File: src/ahb_pkg.sv
// shared AHB-Lite types for the memory slave
// imported by the burst tracker and the slave controller
`default_nettype none

package ahb_pkg;

    // bus is one word wide
    localparam int hdata_w = 32;

    // transfer type, address phase
    typedef enum logic [1:0] {
        IDLE   = 2'b00,
        BUSY   = 2'b01,
        NONSEQ = 2'b10,
        SEQ    = 2'b11
    } htrans_t;

    // burst encodings, 8 and 16 beat kinds are rejected by the slave
    typedef enum logic [2:0] {
        SINGLE = 3'b000,
        INCR   = 3'b001,
        WRAP4  = 3'b010,
        INCR4  = 3'b011,
        WRAP8  = 3'b100,
        INCR8  = 3'b101,
        WRAP16 = 3'b110,
        INCR16 = 3'b111
    } hburst_t;

    // transfer size, anything above WORD is an error here
    typedef enum logic [2:0] {
        BYTE     = 3'b000,
        HALF     = 3'b001,
        WORD     = 3'b010,
        DWORD    = 3'b011,
        QWORD    = 3'b100,
        OWORD    = 3'b101,
        SIZE512  = 3'b110,
        SIZE1024 = 3'b111
    } hsize_t;

    // address phase signals from the master
    typedef struct packed {
        logic [31:0] haddr;
        logic        hwrite;
        hsize_t      hsize;
        hburst_t     hburst;
        htrans_t     htrans;
    } ahb_req_t;

    // slave response
    typedef struct packed {
        logic [hdata_w-1:0] hrdata;
        logic               hreadyout;
        logic               hresp;
    } ahb_rsp_t;

    // registered data phase state of the controller
    typedef struct packed {
        logic        valid;
        logic        write;
        logic        error;
        logic [31:0] word_idx;
        logic [3:0]  strb;
    } dphase_t;

endpackage

`default_nettype wire

File: src/ahb_slave_ctrl.sv
// AHB-Lite slave control for the on-chip memory
// checks each accepted transfer, drives the memory ports and the response
`timescale 1ns/100ps
`default_nettype none

module ahb_slave_ctrl #(
    parameter int unsigned mem_words = 1024
) (
    input  logic              clk,
    input  logic              rstn,
    input  ahb_pkg::ahb_req_t req,
    input  logic              hready,
    input  logic [31:0]       hwdata,
    input  logic              seq_err,
    output logic              mem_re,
    output logic [31:0]       mem_raddr,
    input  logic [31:0]       mem_rdata,
    output logic              mem_we,
    output logic [3:0]        mem_wstrb,
    output logic [31:0]       mem_waddr,
    output logic [31:0]       mem_wdata,
    output ahb_pkg::ahb_rsp_t rsp
);

    import ahb_pkg::*;

    // memory size in bytes, one bit wider than haddr
    localparam logic [32:0] mem_bytes = 33'(mem_words) << 2;

    logic        accept;
    logic        range_err;
    logic        size_err;
    logic        align_err;
    logic        burst_err;
    logic        xfer_err;
    logic [3:0]  strb;

    // data phase of the transfer accepted last
    dphase_t     dp;
    // second cycle of the error response
    logic        err_second;

    // write committed at the same edge as a read of that word
    logic        fwd_hit;
    logic [3:0]  fwd_strb;
    logic [31:0] fwd_data;

    // address phase taken at this edge
    assign accept = hready && ((req.htrans == NONSEQ) || (req.htrans == SEQ));

    assign range_err = {1'b0, req.haddr} >= mem_bytes;
    assign size_err  = req.hsize > WORD;
    // 8 and 16 beat bursts not supported
    assign burst_err = req.hburst inside {WRAP8, INCR8, WRAP16, INCR16};
    assign xfer_err  = range_err || size_err || align_err || burst_err || seq_err;

    // byte lanes and alignment from size and low address bits
    always_comb begin
        align_err = 1'b0;
        strb      = 4'b0000;
        case (req.hsize)
            BYTE: begin
                strb = 4'b0001 << req.haddr[1:0];
            end
            HALF: begin
                strb      = 4'b0011 << {req.haddr[1], 1'b0};
                align_err = req.haddr[0];
            end
            WORD: begin
                strb      = 4'b1111;
                align_err = |req.haddr[1:0];
            end
            default: begin
                // wider sizes are caught by size_err
                strb = 4'b0000;
            end
        endcase
    end

    // read goes out in the address phase, data is back next cycle
    assign mem_re    = accept && !xfer_err && !req.hwrite;
    assign mem_raddr = {2'b00, req.haddr[31:2]};

    // data phase state moves only when the bus is ready
    always_ff @(posedge clk or negedge rstn) begin
        if (!rstn) begin
            dp <= '0;
        end else if (hready) begin
            dp.valid    <= accept;
            dp.write    <= req.hwrite;
            dp.error    <= xfer_err;
            dp.word_idx <= {2'b00, req.haddr[31:2]};
            dp.strb     <= strb;
        end
    end

    // first error cycle stalls, second one completes
    always_ff @(posedge clk or negedge rstn) begin
        if (!rstn) begin
            err_second <= 1'b0;
        end else if (hready) begin
            err_second <= 1'b0;
        end else if (dp.valid && dp.error) begin
            err_second <= 1'b1;
        end
    end

    // write commits at the end of the data phase, hwdata valid then
    assign mem_we    = hready && dp.valid && dp.write && !dp.error;
    assign mem_waddr = dp.word_idx;
    assign mem_wstrb = dp.strb;
    assign mem_wdata = hwdata;

    // memory read sees the old word when both hit one edge
    always_ff @(posedge clk or negedge rstn) begin
        if (!rstn) begin
            fwd_hit <= 1'b0;
        end else begin
            fwd_hit <= mem_re && mem_we && (mem_raddr == mem_waddr);
        end
    end

    always_ff @(posedge clk) begin
        fwd_strb <= mem_wstrb;
        fwd_data <= mem_wdata;
    end

    // response, read data with written bytes merged in
    always_comb begin
        rsp = '0;
        for (int b = 0; b < 4; b++) begin
            if (fwd_hit && fwd_strb[b]) begin
                rsp.hrdata[8*b +: 8] = fwd_data[8*b +: 8];
            end else begin
                rsp.hrdata[8*b +: 8] = mem_rdata[8*b +: 8];
            end
        end
        // low only in the first cycle of an error
        rsp.hreadyout = !(dp.valid && dp.error && !err_second);
        rsp.hresp     = dp.valid && dp.error;
    end

endmodule

`default_nettype wire

File: config.mk
export PLATFORM = sky130hd
export DESIGN_NAME = ahb_slave_ctrl
export DESIGN_NICKNAME = d
export VERILOG_FILES = /design/src/ahb_pkg.sv /design/src/ahb_slave_ctrl.sv
export SDC_FILE = /design/constraint.sdc
export NUM_CORES = 1
export LEC_CHECK = 0
export BUFFER_PORTS_ARGS = -buffer_cell sky130_fd_sc_hd__buf_2
export CAP_MARGIN = 10
export CELL_PAD_IN_SITES_DETAIL_PLACEMENT = 0
export CELL_PAD_IN_SITES_GLOBAL_PLACEMENT = 1
export CORE_ASPECT_RATIO = 0.5
export CORE_MARGIN = 4
export CORE_UTILIZATION = 33
export DETAILED_ROUTE_END_ITERATION = 8
export MAX_ROUTING_LAYER = met4
export PLACE_DENSITY_LB_ADDON = 0.1
export REMOVE_ABC_BUFFERS = 1
export SYNTH_ARGS = -nofsm -noshare
export SYNTH_HDL_FRONTEND = slang
export SYNTH_SLANG_ARGS = --single-unit
File: constraint.sdc
create_clock -name clk -period 2.9 [get_ports clk]
set_clock_uncertainty 0.15 [all_clocks]
set_input_delay 0.145 -clock clk [delete_from_list [all_inputs] [get_ports clk]]
set_output_delay 0.145 -clock clk [all_outputs]
set_load 0.02 [all_outputs]
# After elaboration in Yosys (flattened, before gate mapping)
# Cells that the tools add are included.
word_totals:
  wordCells: 58
  reg_bits: 75
  out_inout_bits: 136
  in_bits: 109
op_classes:
  n_shift: 2
  reduce_logical: 28
  magnitude_cmp: 2
  eq_ne: 9
  n_mux: 8
ops:
  columns: ["operator", "count"]
  rows:
  - ["$ge 32x13->1 const B", 1]
  - ["$mux 8", 4]
  - ["$eq 30x30->1", 1]
  - ["$logic_and 1x1->1", 14]
  - ["$eq 3x3->1 const B", 4]
  - ["$pmux 4 s3", 1]
  - ["$logic_not 1->1", 5]
  - ["$logic_or 1x1->1", 5]
  - ["$eq 2x2->1 const B", 2]
  - ["$reduce_bool 4->1", 1]
  - ["$shl 1x2->4 const A", 1]
  - ["$shl 2x2->4 const A", 1]
  - ["$eq 3x1->1 const B", 1]
  - ["$eq 3x2->1 const B", 1]
  - ["$gt 3x2->1 const B", 1]
  - ["$logic_not 3->1", 1]
  - ["$mux 1", 2]
  - ["$pmux 1 s2", 1]
  - ["$reduce_bool 2->1", 1]
  - ["$reduce_or 2->1", 1]

# Depth between registers and ports, before layout
depth:
  word_depth: 10
  depth_mapped: 5
  mapped_depth_nobuf: 4

# Worst setup path before layout
# Ideal clock, no wire load.
synth_timing:
  path_type: "input port to output port"
  start: "input req[37] (netlist name)"
  end: "output mem_re"
  required_time_ns: 2.605
  path_buffers: 0
  t_arrival_ns: 1.260
  cell_stages: 3
  setup_slack_ns: 1.345
  path_cell_list: "nor4_1 -> o211ai_1 -> nor4_1"
synth_via:
  elab_chain_cells: 8
synth_lines:
  columns: ["element", "line_no", "text"]
  rows:
  - ["from (decl)", "ahb_slave_ctrl.sv:11", "input ahb_pkg::ahb_req_t req,"]
  - ["$ge 32x13->1", "ahb_slave_ctrl.sv:51", "assign range_err = {1'b0, req.haddr} >= mem_bytes;"]
  - ["$logic_or 1x1->1 (4 in series)", "ahb_slave_ctrl.sv:55", "assign xfer_err = range_err || size_err || align_err || burst_err || seq_err;"]
  - ["$logic_not 1->1", "ahb_slave_ctrl.sv:81", "assign mem_re = accept && !xfer_err && !req.hwrite;"]
  - ["$logic_and 1x1->1 (2 in series)", "ahb_slave_ctrl.sv:81", null]
  - ["to (decl)", "ahb_slave_ctrl.sv:15", "output logic mem_re,"]
# Every way passes these cells.

# Worst setup path in the final report
layout_timing:
  start: "input req[38] (netlist name)"
  end: "output mem_re"
# Same word-level chain as after synthesis.

==> flow_summary_export.csv <==
group,metric,value,unit
sta,max_freq,440.6,MHz
logic_synthesis,synth-seq-cells,75,
sta,worstMarginPinSlew,0.9132,ns
floorplan,start_util,0.3393,
sta,whs,0.05351,ns
clock_network,numClockSinks,75,
final_layout,areaGrowthSynthToFinish,42.86,%
setup_path,crit_family,"simple AND/OR/NAND/NOR gates",
clock_network,clkLatencyLatePin,0.33,ns
pwr,power.leakage,2.564,nW
grt,grt_pass1_wl,16.43,mm
floorplan,die_w,158.7,microns
setup_path,critPathArrivalTime,1.97,ns
detailed_routing,wl_met1,4.081,mm
sta,worst_slack,0.6302,ns
sta,finalSetupTns,0,ns
sta,drv_slew,0,
detailed_routing,firstDrtPassIters,4,
grt,overflow,0,
sta,finalCriticalPeriod,2.270,ns
grt,grt_usage,0.1577,
setup_path,cp.required,2.61,ns
clock_network,postCtsSetupBuffers,0,
detailed_routing,routedWlPerCell,14.42,microns
final_layout,drive_gt1_frac,0.5756,
grt,grt_pass1_vias,3093,
flow_run,cap_violations,0,
setup_path,critPathSlowestCell,"dlygate4sd3_1",
detailed_routing,via_per_inst,4.210,
clock_network,ctsHtreeMaxLevel,3,
logic_synthesis,synth.top_cells.by_area,"dfrtp_1 26%, buf_4 20%, dfxtp_1 19%, mux2_2 19%, xnor2_1 6.8%",
final_layout,fin_util,0.4848,
placement,dp_hpwl,7.403,mm
placement,io_buffers,237,
sta,relSlewSlack,0.3912,
logic_synthesis,synth_cells,329,
floorplan,die_y,83.37,microns
logic_synthesis,ys_seq_area_frac,0.4526,
floorplan,rows,27,
final_layout,final.fill_count,1049,
pwr,vdd_ir_drop_max,0.2436,mV
setup_path,max_stage_delay,0.52,ns
placement,postPlaceCellArea,4357,sq um
setup_path,end_kind,"output pin",
clock_network,cts_buffers,9,
detailed_routing,drtIter0Drc,67,
detailed_routing,dr_wl_met3,750,microns
setup_path,path_cells,"dlygate4sd3_1 > buf_2 > nor4_1 > nand4_1 > nor4_1 > buf_2",
placement,place_congestion,0.7309,
placement,pre_cts_ws,1.102,ns
grt,grt_max_degree,40,
clock_network,cts_tree,"done",
pwr,power.density,551.4,nW/um^2
logic_synthesis,netlist_top_cells_count,"101 x buf_4, 63 x mux2_2, 39 x dfrtp_1, 36 x dfxtp_1, 29 x xnor2_1",
detailed_routing,ant_nets,0,
setup_path,start_kind,"input port",
detailed_routing,post-route-drc-count,0,
setup_path,crit_buf_inv,3,
detailed_routing,wl_met2,5.095,mm
final_layout,postLayoutCellArea,5355,sq um
sta,setup_viol,0,
floorplan,coreArea,11050,sq um
logic_synthesis,synth-edff-count,0,
worst_hold_path,hold_class,"in2reg",
setup_path,cp_max_fo,4,
clock_network,clkTransAtPathRegs,0.05,ns
clock_network,cts_resized,0,
logic_synthesis,avgSynthCellArea,11.39,sq um
sta,rsz0062_at_grt,"no",
final_layout,finalNetCount,653,
floorplan,io_pins,245,
setup_path,path_class,"in2out",
outcome,status,"finished clean",
sta,finalCritPeriodShare,0.7827,
detailed_routing,routed.top_layer,"met4",
detailed_routing,wirelength,10.02,mm
grt,antenna_found_initial,1,
logic_synthesis,netlist_area,3749,sq um
floorplan,die_area,13230,sq um
logic_synthesis,synthDominantCellAreaShare,0.2603,
logic_synthesis,async_flop_share,0.5200,
clock_network,ctsRootBufferMaster,"clkbuf_16",
clock_network,cts.path.max_buffers,2,
detailed_routing,num_vias,2926,
logic_synthesis,dominantRegCellSynth,"dfrtp_1",
sta,hold_viol_final,0,
logic_synthesis,ys_types,25,
logic_synthesis,yosysTopAreaCell,"dfrtp_1",
logic_synthesis,synth_warnings,0,
logic_synthesis,yosysMostFrequentCell,"buf_4",
-- cells in the final DEF (no fill, tap or decap), types with 6 or more instances in the layout --
master,synthesis,layout
nand2_1,6,6
xnor2_1,29,29
dlygate4sd3_1,0,68
clkbuf_16,0,10
dfrtp_1,39,39
inv_1,6,6
mux2_2,63,63
dfxtp_1,36,36
buf_2,4,237
a21oi_1,6,6
nor4_1,8,8
nand4_1,7,7
-- cell families after synthesis --
group | Yosys count | share of synthesized area
xor+xnor | 30 | 0.07009
other cells | 1 | 0.001000
buf+inv | 111 | 0.2136
compound gates | 12 | 0.01802
simple gates | 37 | 0.05541
flops | 75 | 0.4526
mux | 63 | 0.1893
-- worst reg2reg max path: cells and delay by family (launching register included) --
| family | cells | cell delay (ns) |
|---|---|---|
| and+or+nand+nor | 3 | 0.77 |
| DFF | 1 | 0.40 |
| xor gates and xnor gates | 1 | 0.16 |
-- report_power, final --
group	internal, mW	switching, mW
Combinational	0.294	0.332
Clock	0.743	0.417
Sequential	1.12	0.0471
-- cell type report --
| class | instances | area [sq um] | share of cell area |
|---|---|---|---|
| inverter | 6 | 22.52 | 0.004206 |
| multi-input combinational | 146 | 1262 | 0.2357 |
| antenna | 1 | 2.502 | 0.0004673 |
| clock inverter | 3 | 43.79 | 0.008178 |
| clock buffer | 13 | 271.5 | 0.05070 |
| sequential | 75 | 1697 | 0.3168 |
| timing repair buffer | 306 | 1874 | 0.3500 |
| tap | 145 | 181.4 | 0.03388 |
-- stage by stage --
step / std cells / power [mW]
floorplan: 227 / 1.422
global placement: 610 / 1.749
detailed placement: 610 / 1.751
CTS: 694 / 3.002
global route: 695 / 3.100
finish: 695 / 2.953
-- timing repair --
action                                 4_1_cts  5_1_grt
setup endpoints to repair                    0        0
hold buffers                                68        0
endpoints found under the hold margin      107        0
-- worst paths after layout --
check	startpoint	to	slack, ns	cells past startpoint
setup / recovery	req[38]	mem_re	0.63	6
hold / removal	hready	err_second	0.05	2
setup reg to reg	mem_waddr[13]	fwd_hit	1.35	4
hold reg to reg	mem_wstrb[3]	fwd_strb[3]	0.23	0
max in group asynchronous	rstn	mem_waddr[20]	1.69	2
min in group asynchronous	rstn	mem_wstrb[3]	0.34	2
-- per-layer routing --
layer	global-route usage	up-vias
li1	-	1441
met1	0.1745	1363
met2	0.2749	111
met3	0.05751	11
met4	0.03622	0
met5	-	-
-- state kept, by name (all words and copies together) (netlist names) --
name,flops
dp,3
err_second,1
fwd_strb,4
mem_wstrb,4
mem_waddr,30
fwd_data,32
fwd_hit,1
No activity file was read; power rests on OpenSTA's default activity.
