File: config.mk
export PLATFORM = sky130hd
export DESIGN_NAME = ahb_burst_tracker
export DESIGN_NICKNAME = d
export VERILOG_FILES = /design/src/ahb_pkg.sv /design/src/ahb_burst_tracker.sv
export SDC_FILE = /design/constraint.sdc
export NUM_CORES = 1
export LEC_CHECK = 0
export ABC_AREA = 1
export BUFFER_PORTS_ARGS = -buffer_cell sky130_fd_sc_hd__buf_4
export CORE_ASPECT_RATIO = 2
export CORE_MARGIN = 2
export CORE_UTILIZATION = 30
export DETAILED_ROUTE_END_ITERATION = 10
export PLACE_DENSITY = 0.44
export RECOVER_POWER = 25
export SLEW_MARGIN = 40
export SYNTH_ARGS = -nofsm -noshare
export SYNTH_HDL_FRONTEND = slang
export SYNTH_SLANG_ARGS = --single-unit
File: constraint.sdc
create_clock -name clk -period 2.4 [get_ports clk]
set_clock_uncertainty 0.15 [all_clocks]
set_input_delay 0.48 -clock clk [delete_from_list [all_inputs] [get_ports clk]]
set_output_delay 0.48 -clock clk [all_outputs]
set_load 0.1 [all_outputs]
File: src/ahb_pkg.sv
// shared AHB-Lite types for the memory slave
// imported by the burst tracker and the slave controller
`default_nettype none

package ahb_pkg;

    // bus is one word wide
    localparam int hdata_w = 32;

    // transfer type, address phase
    typedef enum logic [1:0] {
        IDLE   = 2'b00,
        BUSY   = 2'b01,
        NONSEQ = 2'b10,
        SEQ    = 2'b11
    } htrans_t;

    // burst encodings, 8 and 16 beat kinds are rejected by the slave
    typedef enum logic [2:0] {
        SINGLE = 3'b000,
        INCR   = 3'b001,
        WRAP4  = 3'b010,
        INCR4  = 3'b011,
        WRAP8  = 3'b100,
        INCR8  = 3'b101,
        WRAP16 = 3'b110,
        INCR16 = 3'b111
    } hburst_t;

    // transfer size, anything above WORD is an error here
    typedef enum logic [2:0] {
        BYTE     = 3'b000,
        HALF     = 3'b001,
        WORD     = 3'b010,
        DWORD    = 3'b011,
        QWORD    = 3'b100,
        OWORD    = 3'b101,
        SIZE512  = 3'b110,
        SIZE1024 = 3'b111
    } hsize_t;

    // address phase signals from the master
    typedef struct packed {
        logic [31:0] haddr;
        logic        hwrite;
        hsize_t      hsize;
        hburst_t     hburst;
        htrans_t     htrans;
    } ahb_req_t;

    // slave response
    typedef struct packed {
        logic [hdata_w-1:0] hrdata;
        logic               hreadyout;
        logic               hresp;
    } ahb_rsp_t;

    // registered data phase state of the controller
    typedef struct packed {
        logic        valid;
        logic        write;
        logic        error;
        logic [31:0] word_idx;
        logic [3:0]  strb;
    } dphase_t;

endpackage

`default_nettype wire

File: src/ahb_burst_tracker.sv
// burst address tracker, follows a burst from its NONSEQ beat on
// computes the expected SEQ address and flags beats that break the sequence
`timescale 1ns/100ps
`default_nettype none

module ahb_burst_tracker (
    input  logic              clk,
    input  logic              rstn,
    input  ahb_pkg::ahb_req_t req,
    input  logic              hready,
    output logic              seq_err
);

    import ahb_pkg::*;

    // open burst state
    logic        burst_open;
    hburst_t     burst_type;
    hsize_t      burst_size;
    logic [31:0] expect_addr;
    // beats still to come in a four-beat burst
    logic [1:0]  beats_left;

    logic        accept_nonseq;
    logic        accept_seq;
    logic        accept_idle;
    logic        start_burst;
    logic        fixed_len;

    // address of the beat after addr
    function automatic logic [31:0] next_beat(
        input logic [31:0] addr,
        input hsize_t      size,
        input hburst_t     burst
    );
        logic [31:0] step;
        logic [31:0] wrap_mask;
        step = 32'd1 << size;
        // wrap boundary is four beats of the transfer size
        wrap_mask = (step << 2) - 32'd1;
        if (burst == WRAP4) begin
            next_beat = (addr & ~wrap_mask) | ((addr + step) & wrap_mask);
        end else begin
            next_beat = addr + step;
        end
    endfunction

    // beats taken at this edge
    assign accept_nonseq = hready && (req.htrans == NONSEQ);
    assign accept_seq    = hready && (req.htrans == SEQ);
    assign accept_idle   = hready && (req.htrans == IDLE);

    // only these three kinds open a burst
    assign start_burst = (req.hburst == INCR) || (req.hburst == INCR4) ||
                         (req.hburst == WRAP4);

    // incr has no fixed length
    assign fixed_len = (burst_type == INCR4) || (burst_type == WRAP4);

    // judged in the address phase of the SEQ beat itself
    always_comb begin
        seq_err = 1'b0;
        if (req.htrans == SEQ) begin
            seq_err = !burst_open ||
                      (req.haddr != expect_addr) ||
                      (req.hburst != burst_type) ||
                      (req.hsize != burst_size);
        end
    end

    always_ff @(posedge clk or negedge rstn) begin
        if (!rstn) begin
            burst_open  <= 1'b0;
            burst_type  <= SINGLE;
            burst_size  <= BYTE;
            expect_addr <= '0;
            beats_left  <= '0;
        end else if (accept_nonseq) begin
            // new transfer, SINGLE leaves nothing open
            burst_open  <= start_burst;
            burst_type  <= req.hburst;
            burst_size  <= req.hsize;
            expect_addr <= next_beat(req.haddr, req.hsize, req.hburst);
            // three more after the first beat
            beats_left  <= 2'd3;
        end else if (accept_seq) begin
            if (seq_err) begin
                // broken sequence, master has to restart with NONSEQ
                burst_open <= 1'b0;
            end else begin
                expect_addr <= next_beat(expect_addr, burst_size, burst_type);
                if (fixed_len) begin
                    beats_left <= beats_left - 2'd1;
                    // last beat of incr4 or wrap4
                    if (beats_left == 2'd1) begin
                        burst_open <= 1'b0;
                    end
                end
            end
        end else if (accept_idle) begin
            // idle ends an incr burst or cuts a fixed one short
            burst_open <= 1'b0;
        end
        // BUSY and stalled cycles keep everything
    end

endmodule

`default_nettype wire

[After elaboration in Yosys (flattened, before gate mapping)]
Index checks and enable logic that the tools add are counted.
Storage, ports and cells
  register bits: 41
  input bits: 44
  output and inout port bits: 1
  word-level logic and storage cells: 67
Cells by class
  add/subtract/negate cells: 5
  equal/unequal tests: 14
  shift operators: 2
  mux-type cells: 16
  bitwise operators: 8
  reductions and logical operators: 17
Operators with widths (count)
  32-bit 2-to-1 mux: 5
  32-bit bitwise AND: 4
  32-bit adder: 2
  32-bit inverter: 2
  32-bit OR: 2
  1-bit by 3-bit << shifter with 32-bit output (first input constant): 2
  32-bit by 1-bit subtractor with 32-bit output (second input constant): 2
  32-bit != test: 1
  3-bit by 2-bit == test with 1-bit output (second input constant): 4
  2-bit 2-to-1 mux: 4
  4-bit by 3-bit != test with 1-bit output (second input constant): 2
  1-bit 2-to-1 mux: 7
  1-bit logical OR: 6
  3-bit != test: 2
  3-bit AND reduction: 2
  2-bit == test (second input constant): 2
  2-bit nonzero test: 2
  3-bit by 1-bit == test with 1-bit output (second input constant): 1
  1-bit logical AND: 3
  3-bit nonzero test: 1
  2-bit by 1-bit == test with 1-bit output (second input constant): 1
  2-bit zero test: 1
  2-bit by 1-bit != test with 1-bit output (second input constant): 1
  2-bit AND reduction: 1
  2 further kinds: 2

[Longest topological paths before layout]
  depth after elaboration: 9
  gate-level depth with buffers: 19
  mapped depth without buffers: 18

[Worst setup path before layout]
OpenSTA, ideal clock, no wires.
  path kind: input to register
  start: in req[6] in the netlist's numbering
  end: reg (tool-made name)
  setup time: 0.117 ns
  arrival time: 2.130 ns
  required time: 2.133 ns
  slack: 0.003 ns
  stages: 18
  path buffers: 1
  cell sequence: buf_6 inv_2 nand2_1 nor2_1 ha_1 fa_1 nand3_1 nor2_1 nand2_1 nand3_1 nand2_1 nand2_1 nand2_1 nand2_1 nand3_1 nand2_1 nand2_1 nand2_1
RTL lines
  from (decl): line ahb_burst_tracker.sv:9  | input ahb_pkg::ahb_req_t req,

[Worst setup path in the final report]
  start: reg burst_size[2]
  end: out seq_err
On the way
  word-level cells in the longest chain between the ends: 3
Ends and longest elaborated chain
  from (decl): line ahb_burst_tracker.sv:19  | hsize_t burst_size;
  from (signal assigned): line ahb_burst_tracker.sv:82  | burst_size <= req.hsize;
  3-bit != test: line ahb_burst_tracker.sv:67  | (req.hsize != burst_size);
  1-bit logical OR: line ahb_burst_tracker.sv:66  | (req.hburst != burst_type) ||
  1-bit 2-to-1 mux: line ahb_burst_tracker.sv:63  | if (req.htrans == SEQ) begin
  to (decl): line ahb_burst_tracker.sv:11  | output logic seq_err
No other way between the ends.

==> results.txt <==
* Total via count after detailed routing: roughly 7300
- Worst-Margin Slew: roughly 1300 ps
- Crit path arrival time: around 1900 ps
- Top cells by area in the synthesized netlist: sky130_fd_sc_hd__nand2_1 23%, sky130_fd_sc_hd__dfrtp_1 18%, sky130_fd_sc_hd__nand3_1 8.9%
- Ratio of cells with drive above 1 in the final layout: 0.348
- After routing the design area is around 8500 µm².
- Endpoint type of the worst setup path: output pin
- Maximum fanout along the worst path: 4
* DRT iter0 DRCs: 293
- The signal on the critical path passes through inv_4, buf_6, buf_6, o21ai_2, nor2_1, nand2_1, nor2_2, nand3_2, o21bai_4, inv_2, buf_12.
- In this run the remaining antenna-violating nets after routing total 0.
* Diodes inserted: 0
- Buffer depth of the longest clock path: 2
* Worst Slack Setup Final: -112 ps
* Antenna violations before repair: 0
- Cell type contributing the most total cell area after synthesis: sky130_fd_sc_hd__nand2_1
- The worst setup path is of the reg2out kind.
- Count of cell types in the netlist: a little over 50
* Area growth, synth to finish: 49.9%
* Cell family with most CP delay: buffers and inverters
- Once layout is complete, the cells apart from fillers number around 1400.
- Final hold violation count: 0
- Final net count: roughly 1300
- For this configuration, the core starts out at a cell density of 0.304.
- The first global-routing pass estimated around 41000 µm of wire.
* Most common cell after layout, fill and taps aside: sky130_fd_sc_hd__nand2_1
- The clock drives ~40 sinks.
- The HPWL after detailed placement is around 23000 µm.
* Critical Path Max Stage Delay: between 400 and 500 ps
* Pwr/cell area: 592 nW/µm²
* Primary FF master, synth: sky130_fd_sc_hd__dfrtp_1
* Die outline height: 198 µm
- Sort of element at the start of the critical path: flop
* RSZ-0062 raised after global routing: yes
* CTS buffer count: 5
* Die width: ~100 µm
- The share of the Yosys chip area taken by registers is 0.181.
- #FFs+latches synth: 41
* EDFF count, synth: 0
- Cell row count: 71
- Nets in the synthesized netlist: about 1000
- The tightest min-delay check is of the in2async type.
- Result of the run: finished with violations
* Wire length per cell after detailed routing: slightly below 20 µm
* Clock tree from TritonCTS: done
- Mean number of vias per cell: about 5.1
- The tightest hold path in the finished design has a slack of 292 ps.
- Number of pins exceeding their max-slew limit in the final report: 0
- The tool flagged a number of max-cap violations equal to 0.
- Mean area per synthesized cell: 5.76 µm²
- RD Place Congestion: between 0.9 and 1
- The worst register-to-register path begins at burst_size[2].
- STA puts the critical path data required time at ~1800 ps.
* Number of iterations in the first detailed-routing pass: 5
* Floorplan Core Area: about 19000 µm²
- Counting tap cells, the placed design contains a total of ~1400 instances.
* Count of H-tree levels built during CTS: 2
- During I/O placement, the number of pins put on the boundary was 45.
* Commonest cells after routing, fill and taps aside: 320 x sky130_fd_sc_hd__nand2_1, 218 x sky130_fd_sc_hd__buf_4, 104 x sky130_fd_sc_hd__inv_1
- Setup violations remaining at the end of the flow were counted as 1.
* Relative slew slack: 0.160
- Post-route DRC: 0
- Mapped Cells: approximately 1000
* Global-route total usage across every layer: 0.277
- Wires add up to 27700 µm.
* Leakage power: 4.27 nW
- YS warnings: 0
- DIE AREA: about 20000 µm²
* Master of the slowest instance on the critical path: sky130_fd_sc_hd__dfrtp_2
- The cell sitting at the root of the clock tree is a sky130_fd_sc_hd__clkbuf_16.
- Via count of the first global-routing pass: between 7000 and 8000
- After filler insertion, the fill cell instance count of the layout stands at between 2000 and 2500.
* Clock slew seen by the registers of the worst setup and hold paths: about 70 ps
* Count of hold-fix buffers inserted at cts: 0
* Most prevalent standard cell on the critical path: sky130_fd_sc_hd__buf_6
- Port buffering added 43 buffers.
- Entering global routing, the biggest net connects 42 pins.
* Aggregate global routing overflow: 0
- Summing every instance area after synthesis gives 5670 µm².
- The smallest clock period supported by the final layout is computed as around 2500 ps.
* Standard cell area after detailed placement: 7360 µm²
* Launching element of the worst setup path: burst_size[2]
- Maximum clock frequency: ~400 MHz
- Violated checks: setup timing
- Later-pin clock latency in the skew report: ~300 ps
- Post-synthesis async set-or-reset flop share: 1.00
- Ratio of final minimum period to clock period: 1.05
* Max VDD drop: approximately 470 µV
* DP Worst Slack: -455 ps
- The share of synthesized area in the top cell type comes to 0.232.
- Worst path bufs/invs: 5
- Once layout is complete, the utilization of the core stands at 0.456.
-- stage by stage --
step	power, W	TNS, ps
3_3_place_gp	0.00372	-8620
3_5_place_dp	0.00371	-9230
2_1_floorplan	0.00251	0
6_report	0.00503	-112
4_1_cts	0.00466	-785
5_1_grt	0.00538	-2150
-- repair_timing --
item                                    4_1_cts  5_1_grt
buffers inserted                             12       22
resized for setup                            34      151
cloned                                        1        3
pin swaps                                    10       46
endpoints found under the setup margin       36       36
-- where the power goes --
group	leakage, nW	total [W]	internal, W	switching (W)
Combinational	3.67	0.00299	0.00130	0.00169
Sequential	0.510	0.00119	0.000909	0.000284
Clock	0.0841	0.000852	0.000522	0.000331
-- worst paths after layout --
check,end,slack (ps),depth (start not counted)
setup reg to reg,flop,20,16
setup / recovery,seq_err,-110,11
hold reg to reg,beats_left[1],370,2
min in group clk,burst_type[2],290,3
max in group asynchronous,burst_size[2],960,1
hold / removal,asynchronous set/reset pin,290,1
-- per-layer routing --
metal	up-vias	global-route usage	share of wire
li1	3664	-	-
met1	3343	0.259	0.33
met2	191	0.518	0.53
met3	103	0.0186	0.024
met4	0	0.248	0.11
met5	-	0	0
-- final cells by class --
class	instances	area, µm²	share of cell area
clock buffer	7	143	0.0168
clock inverter	1	30.0	0.00353
inverter	125	480	0.0565
multi-input combinational	802	4670	0.549
sequential	41	1030	0.122
tap	219	274	0.0322
timing repair buffer	237	1880	0.221
-- cell families after synthesis --
family                     after synthesis  share of synthesized area
AOI/OAI and AO/OA                      108                      0.114
buffers and inverters                  146                      0.110
adders and majority gates               15                     0.0357
and+or+nand+nor                        648                      0.518
DFF                                     41                      0.181
xor gates and xnor gates                27                     0.0417
-- Yosys cell counts, types with 3 or more instances --
cell type / number
sky130_fd_sc_hd__xor2_1: 14
sky130_fd_sc_hd__a21oi_2: 8
sky130_fd_sc_hd__o21ai_0: 37
sky130_fd_sc_hd__o21ai_2: 3
sky130_fd_sc_hd__nor4_1: 11
sky130_fd_sc_hd__a21oi_1: 24
sky130_fd_sc_hd__o21ai_1: 17
sky130_fd_sc_hd__nor2_2: 4
sky130_fd_sc_hd__buf_2: 6
sky130_fd_sc_hd__nand2_1: 351
sky130_fd_sc_hd__inv_1: 113
sky130_fd_sc_hd__a21o_1: 3
sky130_fd_sc_hd__clkbuf_1: 7
sky130_fd_sc_hd__nand4_1: 34
sky130_fd_sc_hd__dfrtp_1: 41
sky130_fd_sc_hd__nand3_1: 101
sky130_fd_sc_hd__xnor2_1: 13
sky130_fd_sc_hd__nor2_1: 80
sky130_fd_sc_hd__o211ai_1: 3
sky130_fd_sc_hd__buf_6: 6
sky130_fd_sc_hd__ha_1: 13
sky130_fd_sc_hd__nor2_4: 4
sky130_fd_sc_hd__inv_2: 11
sky130_fd_sc_hd__nor3_1: 25
sky130_fd_sc_hd__nand3b_1: 6
sky130_fd_sc_hd__nand3_2: 6
sky130_fd_sc_hd__nand2_2: 13
-- worst reg2reg max path, stage by stage, from the launching register on --
cell                       delay [ps]
sky130_fd_sc_hd__dfrtp_2          470
sky130_fd_sc_hd__inv_4             80
sky130_fd_sc_hd__buf_6            100
sky130_fd_sc_hd__buf_6            110
sky130_fd_sc_hd__o21ai_2           40
sky130_fd_sc_hd__nor2_1            90
sky130_fd_sc_hd__nand2_1           70
sky130_fd_sc_hd__nor2_2            90
sky130_fd_sc_hd__nand3_2          150
sky130_fd_sc_hd__o21bai_4         160
sky130_fd_sc_hd__buf_4            120
sky130_fd_sc_hd__buf_6            110
sky130_fd_sc_hd__buf_4            120
sky130_fd_sc_hd__nand3_4           70
sky130_fd_sc_hd__buf_4            170
sky130_fd_sc_hd__a21oi_4          100
sky130_fd_sc_hd__a21oi_2           70
Power figures use the tool's default switching activity.
